### src/verilog/cpu_consts.svh
`ifndef CPU_CONSTS_SVH
`define CPU_CONSTS_SVH

// byte addresses
`define ADDR_W 32

// data and instruction word
`define DATA_W 32

// register file
`define REG_CNT 16
`define REG_IDX_W 4

// one strobe bit per byte lane
`define STRB_W 4

// immediate field of the instruction word
`define IMM_W 16

`endif

### src/verilog/bus_pkg.sv
`include "cpu_consts.svh"

package bus_pkg;

   // all zero means a read
   typedef logic [`STRB_W-1:0] strb_t;

   // which bus a unified-port request goes to
   typedef enum logic {
      TGT_DATA  = 1'b0,
      TGT_INSTR = 1'b1
   } target_t;

endpackage

### src/verilog/core_pkg.sv
`include "cpu_consts.svh"

package core_pkg;

   // codes 10 to 15 are illegal
   typedef enum logic [3:0] {
      OP_ADD  = 4'h0,
      OP_SUB  = 4'h1,
      OP_AND  = 4'h2,
      OP_OR   = 4'h3,
      OP_ADDI = 4'h4,
      OP_LW   = 4'h5,
      OP_SW   = 4'h6,
      OP_SB   = 4'h7,
      OP_BEQ  = 4'h8,
      OP_HALT = 4'h9
   } opcode_t;

   typedef struct packed {
      opcode_t               opcode;
      logic [`REG_IDX_W-1:0] rd;
      logic [`REG_IDX_W-1:0] rs1;
      logic [`REG_IDX_W-1:0] rs2;
      logic [15:0]           unused;
   } r_form_t;

   // bits 19:16 sit where rs2 lives in the register form
   typedef struct packed {
      opcode_t                   opcode;
      logic [`REG_IDX_W-1:0]     rd;
      logic [`REG_IDX_W-1:0]     rs1;
      logic [`REG_IDX_W-1:0]     unused;
      logic signed [`IMM_W-1:0]  imm;
   } i_form_t;

   typedef union packed {
      r_form_t r;
      i_form_t i;
   } instr_t;

   typedef enum logic [1:0] {FETCH, EXEC, MEM, STOP} core_state_t;

endpackage

### src/verilog/cpu_subsystem.sv
`timescale 1ns/1ns
`include "cpu_consts.svh"

module cpu_subsystem (
   input  logic               clk,
   input  logic               reset,
   output logic               i_valid,
   output logic [`ADDR_W-1:0] i_addr,
   input  logic               i_ready,
   input  logic [`DATA_W-1:0] i_data,
   output logic               d_valid,
   output logic [`ADDR_W-1:0] d_addr,
   output logic [`DATA_W-1:0] d_wdata,
   output bus_pkg::strb_t     d_wstrb,
   input  logic               d_ready,
   input  logic [`DATA_W-1:0] d_rdata,
   output logic               halted,
   output logic               trap
);

   // unified core port
   logic               mem_valid;
   logic               mem_instr;
   logic [`ADDR_W-1:0] mem_addr;
   logic [`DATA_W-1:0] mem_wdata;
   bus_pkg::strb_t     mem_wstrb;
   logic               mem_ready;
   logic [`DATA_W-1:0] mem_rdata;

   mini_core u_core (
      .clk       (clk),
      .reset     (reset),
      .mem_valid (mem_valid),
      .mem_instr (mem_instr),
      .mem_addr  (mem_addr),
      .mem_wdata (mem_wdata),
      .mem_wstrb (mem_wstrb),
      .mem_ready (mem_ready),
      .mem_rdata (mem_rdata),
      .halted    (halted),
      .trap      (trap)
   );

   mem_port_splitter u_splitter (
      .clk       (clk),
      .reset     (reset),
      .mem_valid (mem_valid),
      .mem_instr (mem_instr),
      .mem_addr  (mem_addr),
      .mem_wdata (mem_wdata),
      .mem_wstrb (mem_wstrb),
      .mem_ready (mem_ready),
      .mem_rdata (mem_rdata),
      .i_valid   (i_valid),
      .i_addr    (i_addr),
      .i_ready   (i_ready),
      .i_data    (i_data),
      .d_valid   (d_valid),
      .d_addr    (d_addr),
      .d_wdata   (d_wdata),
      .d_wstrb   (d_wstrb),
      .d_ready   (d_ready),
      .d_rdata   (d_rdata)
   );

endmodule

### src/verilog/mem_port_splitter.sv
`timescale 1ns/1ns
`include "cpu_consts.svh"

module mem_port_splitter (
   input  logic               clk,
   input  logic               reset,
   input  logic               mem_valid,
   input  logic               mem_instr,
   input  logic [`ADDR_W-1:0] mem_addr,
   input  logic [`DATA_W-1:0] mem_wdata,
   input  bus_pkg::strb_t     mem_wstrb,
   output logic               mem_ready,
   output logic [`DATA_W-1:0] mem_rdata,
   output logic               i_valid,
   output logic [`ADDR_W-1:0] i_addr,
   input  logic               i_ready,
   input  logic [`DATA_W-1:0] i_data,
   output logic               d_valid,
   output logic [`ADDR_W-1:0] d_addr,
   output logic [`DATA_W-1:0] d_wdata,
   output bus_pkg::strb_t     d_wstrb,
   input  logic               d_ready,
   input  logic [`DATA_W-1:0] d_rdata
);

   import bus_pkg::*;

   target_t tgt;
   logic    done;
   logic    bus_ack;

   assign tgt = target_t'(mem_instr);

   // done hides the request between the bus ready and the core ready
   assign i_valid = mem_valid && tgt == TGT_INSTR && !done;
   assign d_valid = mem_valid && tgt == TGT_DATA && !done;
   assign i_addr  = mem_addr;
   assign d_addr  = mem_addr;
   assign d_wdata = mem_wdata;
   assign d_wstrb = mem_wstrb;

   assign bus_ack = (i_valid && i_ready) || (d_valid && d_ready);

   always_ff @(posedge clk)
   begin
      if (reset)
      begin
         done      <= 1'b0;
         mem_ready <= 1'b0;
      end
      else
      begin
         mem_ready <= bus_ack;
         if (bus_ack)
            done <= 1'b1;
         else if (mem_ready || !mem_valid)
            done <= 1'b0;
      end
   end

   always_ff @(posedge clk)
   begin
      if (bus_ack)
         mem_rdata <= (tgt == TGT_INSTR) ? i_data : d_rdata;
   end

   assert property (@(posedge clk) disable iff (reset) !(i_valid && d_valid));

   // fetches from the core must be plain reads
   assert property (@(posedge clk) disable iff (reset) i_valid |-> mem_wstrb == '0);

endmodule

### src/verilog/mini_core.sv
`timescale 1ns/1ns
`include "cpu_consts.svh"

module mini_core (
   input  logic               clk,
   input  logic               reset,
   output logic               mem_valid,
   output logic               mem_instr,
   output logic [`ADDR_W-1:0] mem_addr,
   output logic [`DATA_W-1:0] mem_wdata,
   output bus_pkg::strb_t     mem_wstrb,
   input  logic               mem_ready,
   input  logic [`DATA_W-1:0] mem_rdata,
   output logic               halted,
   output logic               trap
);

   import core_pkg::*;
   import bus_pkg::*;

   core_state_t           state;
   core_state_t           state_next;
   instr_t                ir;
   opcode_t               op;
   target_t               req_tgt;
   logic [`ADDR_W-1:0]    pc;
   logic [`ADDR_W-1:0]    pc_plus4;
   logic [`ADDR_W-1:0]    br_target;
   logic [`ADDR_W-1:0]    ea;
   logic [`ADDR_W-1:0]    daddr_q;
   logic [`DATA_W-1:0]    ra;
   logic [`DATA_W-1:0]    rb;
   logic [`DATA_W-1:0]    imm_ext;
   logic [`DATA_W-1:0]    alu_res;
   logic [`DATA_W-1:0]    wdata_q;
   logic [`DATA_W-1:0]    rf_wdata;
   logic [`REG_IDX_W-1:0] rb_idx;
   logic                  is_alu;
   logic                  misaligned;
   logic                  rf_we;
   strb_t                 strb_q;

   assign op      = ir.r.opcode;
   assign is_alu  = op inside {OP_ADD, OP_SUB, OP_AND, OP_OR};
   // second read port serves rs2 for register ops, rd for stores and BEQ
   assign rb_idx  = is_alu ? ir.r.rs2 : ir.i.rd;
   assign imm_ext = {{(`DATA_W - `IMM_W){ir.i.imm[`IMM_W-1]}}, ir.i.imm};

   assign pc_plus4   = pc + `ADDR_W'd4;
   assign br_target  = pc + (imm_ext << 2);
   assign ea         = ra + imm_ext;
   assign misaligned = ea[1:0] != 2'b00;

   regfile u_regfile (
      .clk      (clk),
      .reset    (reset),
      .rs1_idx  (ir.r.rs1),
      .rs2_idx  (rb_idx),
      .wr_en    (rf_we),
      .wr_idx   (ir.r.rd),
      .wr_data  (rf_wdata),
      .rs1_data (ra),
      .rs2_data (rb)
   );

   always_comb
   begin
      case (op)
         OP_ADD:  alu_res = ra + rb;
         OP_SUB:  alu_res = ra - rb;
         OP_AND:  alu_res = ra & rb;
         OP_OR:   alu_res = ra | rb;
         default: alu_res = ra + imm_ext;
      endcase
   end

   // loads write back in the cycle the data word arrives
   assign rf_we    = (state == EXEC && (is_alu || op == OP_ADDI)) ||
                     (state == MEM && mem_ready && op == OP_LW);
   assign rf_wdata = (state == MEM) ? mem_rdata : alu_res;

   always_comb
   begin
      state_next = state;
      case (state)
         FETCH:
         begin
            if (mem_ready)
               state_next = EXEC;
         end
         EXEC:
         begin
            if (is_alu || op == OP_ADDI || op == OP_BEQ)
               state_next = FETCH;
            else if (op == OP_LW || op == OP_SB)
               state_next = MEM;
            else if (op == OP_SW)
               state_next = misaligned ? STOP : MEM;
            else
               state_next = STOP;
         end
         MEM:
         begin
            if (mem_ready)
               state_next = FETCH;
         end
         default:
            state_next = STOP;
      endcase
   end

   always_ff @(posedge clk)
   begin
      if (reset)
      begin
         state     <= FETCH;
         pc        <= '0;
         mem_valid <= 1'b0;
         halted    <= 1'b0;
         trap      <= 1'b0;
      end
      else
      begin
         state     <= state_next;
         mem_valid <= state_next == FETCH || state_next == MEM;
         if (state == EXEC)
         begin
            if (op == OP_BEQ)
               pc <= (ra == rb) ? br_target : pc_plus4;
            else if (op == OP_HALT)
               halted <= 1'b1;
            else if (state_next == STOP)
               trap <= 1'b1;
            else
               pc <= pc_plus4;
         end
      end
   end

   // instruction and data request payload
   always_ff @(posedge clk)
   begin
      if (state == FETCH && mem_ready)
         ir <= mem_rdata;
      if (state == EXEC)
      begin
         daddr_q <= ea;
         if (op == OP_SB)
         begin
            wdata_q <= {4{rb[7:0]}};
            strb_q  <= strb_t'(4'b0001 << ea[1:0]);
         end
         else
         begin
            wdata_q <= rb;
            strb_q  <= (op == OP_SW) ? 4'b1111 : 4'b0000;
         end
      end
   end

   assign req_tgt   = (state == MEM) ? TGT_DATA : TGT_INSTR;
   assign mem_instr = req_tgt == TGT_INSTR;
   assign mem_addr  = (req_tgt == TGT_INSTR) ? pc : daddr_q;
   assign mem_wdata = wdata_q;
   assign mem_wstrb = (req_tgt == TGT_DATA) ? strb_q : '0;

   assert property (@(posedge clk) disable iff (reset)
      mem_valid && !mem_ready |=> mem_valid && $stable(mem_instr) && $stable(mem_addr) &&
                                  $stable(mem_wdata) && $stable(mem_wstrb));

   assert property (@(posedge clk) disable iff (reset) !(halted && trap));

endmodule

### src/verilog/regfile.sv
`timescale 1ns/1ns
`include "cpu_consts.svh"

module regfile (
   input  logic                  clk,
   input  logic                  reset,
   input  logic [`REG_IDX_W-1:0] rs1_idx,
   input  logic [`REG_IDX_W-1:0] rs2_idx,
   input  logic                  wr_en,
   input  logic [`REG_IDX_W-1:0] wr_idx,
   input  logic [`DATA_W-1:0]    wr_data,
   output logic [`DATA_W-1:0]    rs1_data,
   output logic [`DATA_W-1:0]    rs2_data
);

   logic [`DATA_W-1:0] regs [`REG_CNT];

   assign rs1_data = regs[rs1_idx];
   assign rs2_data = regs[rs2_idx];

   // r0 is never written so it stays at its reset value
   always_ff @(posedge clk)
   begin
      if (reset)
      begin
         for (int i = 0; i < `REG_CNT; i++)
         begin
            regs[i] <= '0;
         end
      end
      else if (wr_en && wr_idx != '0)
      begin
         regs[wr_idx] <= wr_data;
      end
   end

endmodule
### config.mk
export PLATFORM = sky130hd
export DESIGN_NAME = cpu_subsystem
export DESIGN_NICKNAME = d
export VERILOG_FILES = /design/src/verilog/bus_pkg.sv /design/src/verilog/core_pkg.sv /design/src/verilog/cpu_subsystem.sv /design/src/verilog/mem_port_splitter.sv /design/src/verilog/mini_core.sv /design/src/verilog/regfile.sv
export VERILOG_INCLUDE_DIRS = /design/src /design/src/verilog
export SDC_FILE = /design/constraint.sdc
export NUM_CORES = 2
export LEC_CHECK = 0
export BUFFER_PORTS_ARGS = -buffer_cell sky130_fd_sc_hd__buf_2
export CORE_ASPECT_RATIO = 0.7
export CORE_MARGIN = 10
export CORE_UTILIZATION = 35
export DETAILED_ROUTE_END_ITERATION = 7
export RECOVER_POWER = 100
export REMOVE_ABC_BUFFERS = 1
export SLEW_MARGIN = 10
export SYNTH_ARGS = -nofsm -noshare
export SYNTH_HDL_FRONTEND = slang
export SYNTH_SLANG_ARGS = --single-unit
export TNS_END_PERCENT = 20
### constraint.sdc
create_clock -name clk -period 6.2 [get_ports clk]
set_clock_uncertainty 0.15 [all_clocks]
set_input_delay 0.62 -clock clk [delete_from_list [all_inputs] [get_ports clk]]
set_output_delay 0.62 -clock clk [all_outputs]
set_load 0.02 [all_outputs]
==> flow_summary_export.csv <==
group,metric,value,unit
run_status,outcome,"complete, but fails checks",
run_status,violations,"max-capacitance violations, max-slew violations",
sta,finalHoldViolCount,0,
synthesis,ys_seq_area_share,48.07,%
final_layout,fin_nets,4149,
global_routing,grt_max_degree,85,
global_routing,grt_use_total,23.22,%
place,portBuffers,171,
pwr,peakVddDrop,203.1,µV
clock_tree,cts.hold.buffers_added,0,
worst_setup_path,reg2reg_to,"u_core.u_regfile.regs[12][27]",
pwr,power.density,273.4,mW/mm²
detailed_routing,drt-met1-wl,66310,µm
worst_setup_path,critPathMaxStageDelay,0.42,ns
global_routing,grt_pass1_wl,229000,µm
worst_setup_path,endpoint,"u_core.u_regfile.regs[12][27]",
detailed_routing,drt-total-wl,162100,µm
sta,relSlewSlack,-146.0,%
floorplanning,coreArea,0.1192,mm²
synthesis,ys_ff_latch,685,
synthesis,synth.most_common_cell,"edfxtp_1",
pwr,p_sw,4224,µW
synthesis,synth_ff_type,"edfxtp_1",
synthesis,syn_inst,3712,
detailed_routing,drc,0,
synthesis,yosys.area_share.xor_xnor,1.504,%
floorplanning,ios,172,
detailed_routing,routed.top_layer,"met4",
detailed_routing,vias,33830,
place,dp_worst_setup_slack,0.03038,ns
worst_setup_path,crit_type,"register to register",
detailed_routing,dr_wl_met2,70340,µm
final_layout,area_growth,14.80,%
synthesis,synth_mux_area_share,15.92,%
sta,worstMarginPinSlew,3.691,ns
hold_path,hp-class,"primary input to register",
place,gp_congestion,1.031,
worst_setup_path,critPathCaptureType,"register",
worst_setup_path,cp_cell_sequence,"buf_4 > or2_2 > mux2i_4 > buf_4 > buf_4 > a211oi_1 > a31oi_1 > inv_1 > ha_1 > a21oi_1 > o21bai_1 > and3_1 > a41oi_1 > o21ai_0 > nand2b_1 > a21oi_1 > a211oi_2 > a21oi_1 > o221ai_2 > buf_4 > a21oi_1",
worst_setup_path,worst_r2r_path_depth,21,
synthesis,ys_top_cells_by_count,"edfxtp_1, nor2_1, nand2_1, mux4_2, a21oi_1",
floorplanning,fp-row-count,106,
pwr,switching_share,32.09,%
synthesis,ys_warn_count,0,
synthesis,yosysTopAreaCellShare,46.11,%
global_routing,grt-ovfl-total,0,
pwr,internal-power,8937,µW
clock_tree,cts_made_buffers,71,
clock_tree,clock_sinks,685,
clock_tree,cts_tree,"yes",
synthesis,synth_top_family_by_area,"multiplexers",
pwr,p_seq_share,40.9,%
clock_tree,clk_latency,0.68,ns
place,hpwl,110300,µm
final_layout,stdcell_area,0.04814,mm²
detailed_routing,dr.pass1.iters,6,
clock_tree,root_buffer,"clkbuf_16",
detailed_routing,ant_nets,0,
synthesis,syn_area,0.04194,mm²
sta,setup_viol_count_final,0,
detailed_routing,dr.first_iter.drc_count,4894,
synthesis,synth-simple-area-share,13.18,%
worst_setup_path,crit_path_max_fanout,15,
sta,fmaxAchievable,166.3,MHz
worst_setup_path,slowest_stage,"edfxtp_1",
pwr,comb_power_share,25.4,%
floorplanning,die-height,309.6,µm
pwr,clockPowerShare,33.7,%
worst_setup_path,crit_start,"u_core.ir[31]",
floorplanning,design.die.area,0.1343,mm²
clock_tree,clockBufferDepth,3,
worst_setup_path,regToRegSetupSlack,0.19,ns
place,postPlaceCellArea,0.04591,mm²
floorplanning,initial_utilization,35.17,%
clock_tree,clkSlewWorstSetupHoldPaths,0.06,ns
sta,fin_crit_sh,97.00,%
worst_setup_path,crit_required,6.44,ns
detailed_routing,vias_per_cell,6.102,
sta,slew_violations,330,
sta,hold-worst-slack,0.05410,ns
flow_run,maxCapViolations,9,
final_layout,drive_above_1_share,19.40,%
global_routing,grt_pass1_vias,32150,
detailed_routing,wl_met3,20020,µm
synthesis,synth_area_leaders,"edfxtp_1, mux4_2, ha_1",
synthesis,async_flop_share,0,%
synthesis,syn_avg_cell_area,11.30,µm²
synthesis,synth_fa_ha_area_share,4.815,%
pwr,leakage,0.01762,µW
detailed_routing,wire_per_inst,29.24,µm
global_routing,antenna_found_initial,7,
floorplanning,die_x,433.7,µm
synthesis,yosys.area.top_type,"edfxtp_1",
sta,layout_min_cycle_time,6.014,ns
synthesis,synth_compound_area_share,12.18,%
synthesis,synth_edf_count,644,
clock_tree,htreeDepth,3,
worst_setup_path,crit_path_start_kind,"register",
sta,setup_ws,0.1862,ns
worst_setup_path,critPathArrivalTime,6.26,ns
worst_setup_path,reg2reg_from,"u_core.ir[31]",
synthesis,synth_cell_types,93,
## worst min-delay path by stage
stage	slack, ns	depth (start not counted)	endpoint	start
final	0.05	3	u_splitter.mem_rdata[27]	d_rdata[27]
after global routing	0.07	3	u_splitter.mem_rdata[9]	d_rdata[9]
after CTS	0.03	3	u_splitter.mem_rdata[27]	d_rdata[27]
after detailed placement	0.29	0	u_core.ir[27]	u_splitter.mem_rdata[27]
after global placement	0.29	0	u_core.ir[27]	u_splitter.mem_rdata[27]
after floorplan	0.28	0	u_core.ir[27]	u_splitter.mem_rdata[27]
## routing by layer
metal | global-route usage [%] | vias up
li1 | - | 14350
met1 | 32.63 | 16880
met2 | 34.87 | 2313
met3 | 6.311 | 292
met4 | 6.981 | 0
met5 | 0 | -
## worst max-delay path: cells and delay by family (launching register included)
| family | cells | cell delay (ns) |
|---|---|---|
| flip-flops | 1 | 0.42 |
| adder cells (fa/ha/maj) | 1 | 0.40 |
| multiplexers | 1 | 0.33 |
| AO/OA/AOI/OAI | 11 | 2.32 |
| AND/OR/NAND/NOR | 3 | 0.85 |
| buffers and inverters | 5 | 1.22 |
## flip-flops by register name (all words and copies together), names as in the netlist, named ones only
register	cells
u_splitter.done	1
u_core.trap	1
u_core.mem_valid	1
u_core.pc	30
u_core.mem_wdata	32
u_core.state	2
u_splitter.mem_rdata	32
u_core.halted	1
u_core.ir	32
u_core.u_regfile.regs	512
u_core.daddr_q	32
u_splitter.mem_ready	1
u_core.strb_q	4
## cell families (layout without fill, tap and decap cells)
kind of cell | after synthesis | count (layout)
xor+xnor | 72 | 72
mux | 316 | 316
compound gates | 787 | 787
flops | 685 | 685
buf+inv | 428 | 659
simple gates | 1264 | 1264
fa+ha+maj | 159 | 159
other cells | 1 | 36
## layout make-up
type	instances	area [µm²]
Clock buffer	87	1837
Multi-Input combinational cell	2630	20360
Clock inverter	38	470.5
Sequential cell	685	20170
Tap cell	1566	1959
Fill cell	11320	71090
Timing Repair Buffer	407	2858
Inverter	127	476.7
Antenna cell	4	10.01
## power by group through the flow
stage / combinational, µW / clock, µW / sequential, µW
after floorplan: 1950 / 0 / 5460
after global placement: 3220 / 0 / 5470
after detailed placement: 3220 / 0 / 5470
after CTS: 3240 / 4470 / 5370
after global routing: 3530 / 4640 / 5390
final: 3340 / 4440 / 5380
## placed cells by master, fill, tap and decap left out, drive strengths merged, types with 40 or more instances in the layout
master  count
and2       41
xnor2      56
o21ai     171
dfxtp      41
nor3      124
ha        155
a31oi      46
edfxtp    644
inv       134
a211oi     84
nor2      499
buf       286
mux4      280
a21oi     223
nand3      48
clkbuf    208
a21o       40
nand2     394
## through the flow
stage	util, %	instances	power, µW	setup TNS (ns)
2_1_floorplan	-	3442	7413	-6283.20
3_3_place_gp	38.50	5411	8684	0
3_5_place_dp	38.50	5411	8691	0
4_1_cts	40.44	5536	13080	0
5_1_grt	40.37	5541	13570	-0.01051
6_report	40.38	5544	13160	0
## what timing repair did
| item | in CTS | in global routing |
|---|---|---|
| endpoints found under the setup margin | 0 | 216 |
| resized for setup | 0 | 29 |
| setup buffers | 0 | 3 |
No activity file was read; power rests on OpenSTA's default activity.
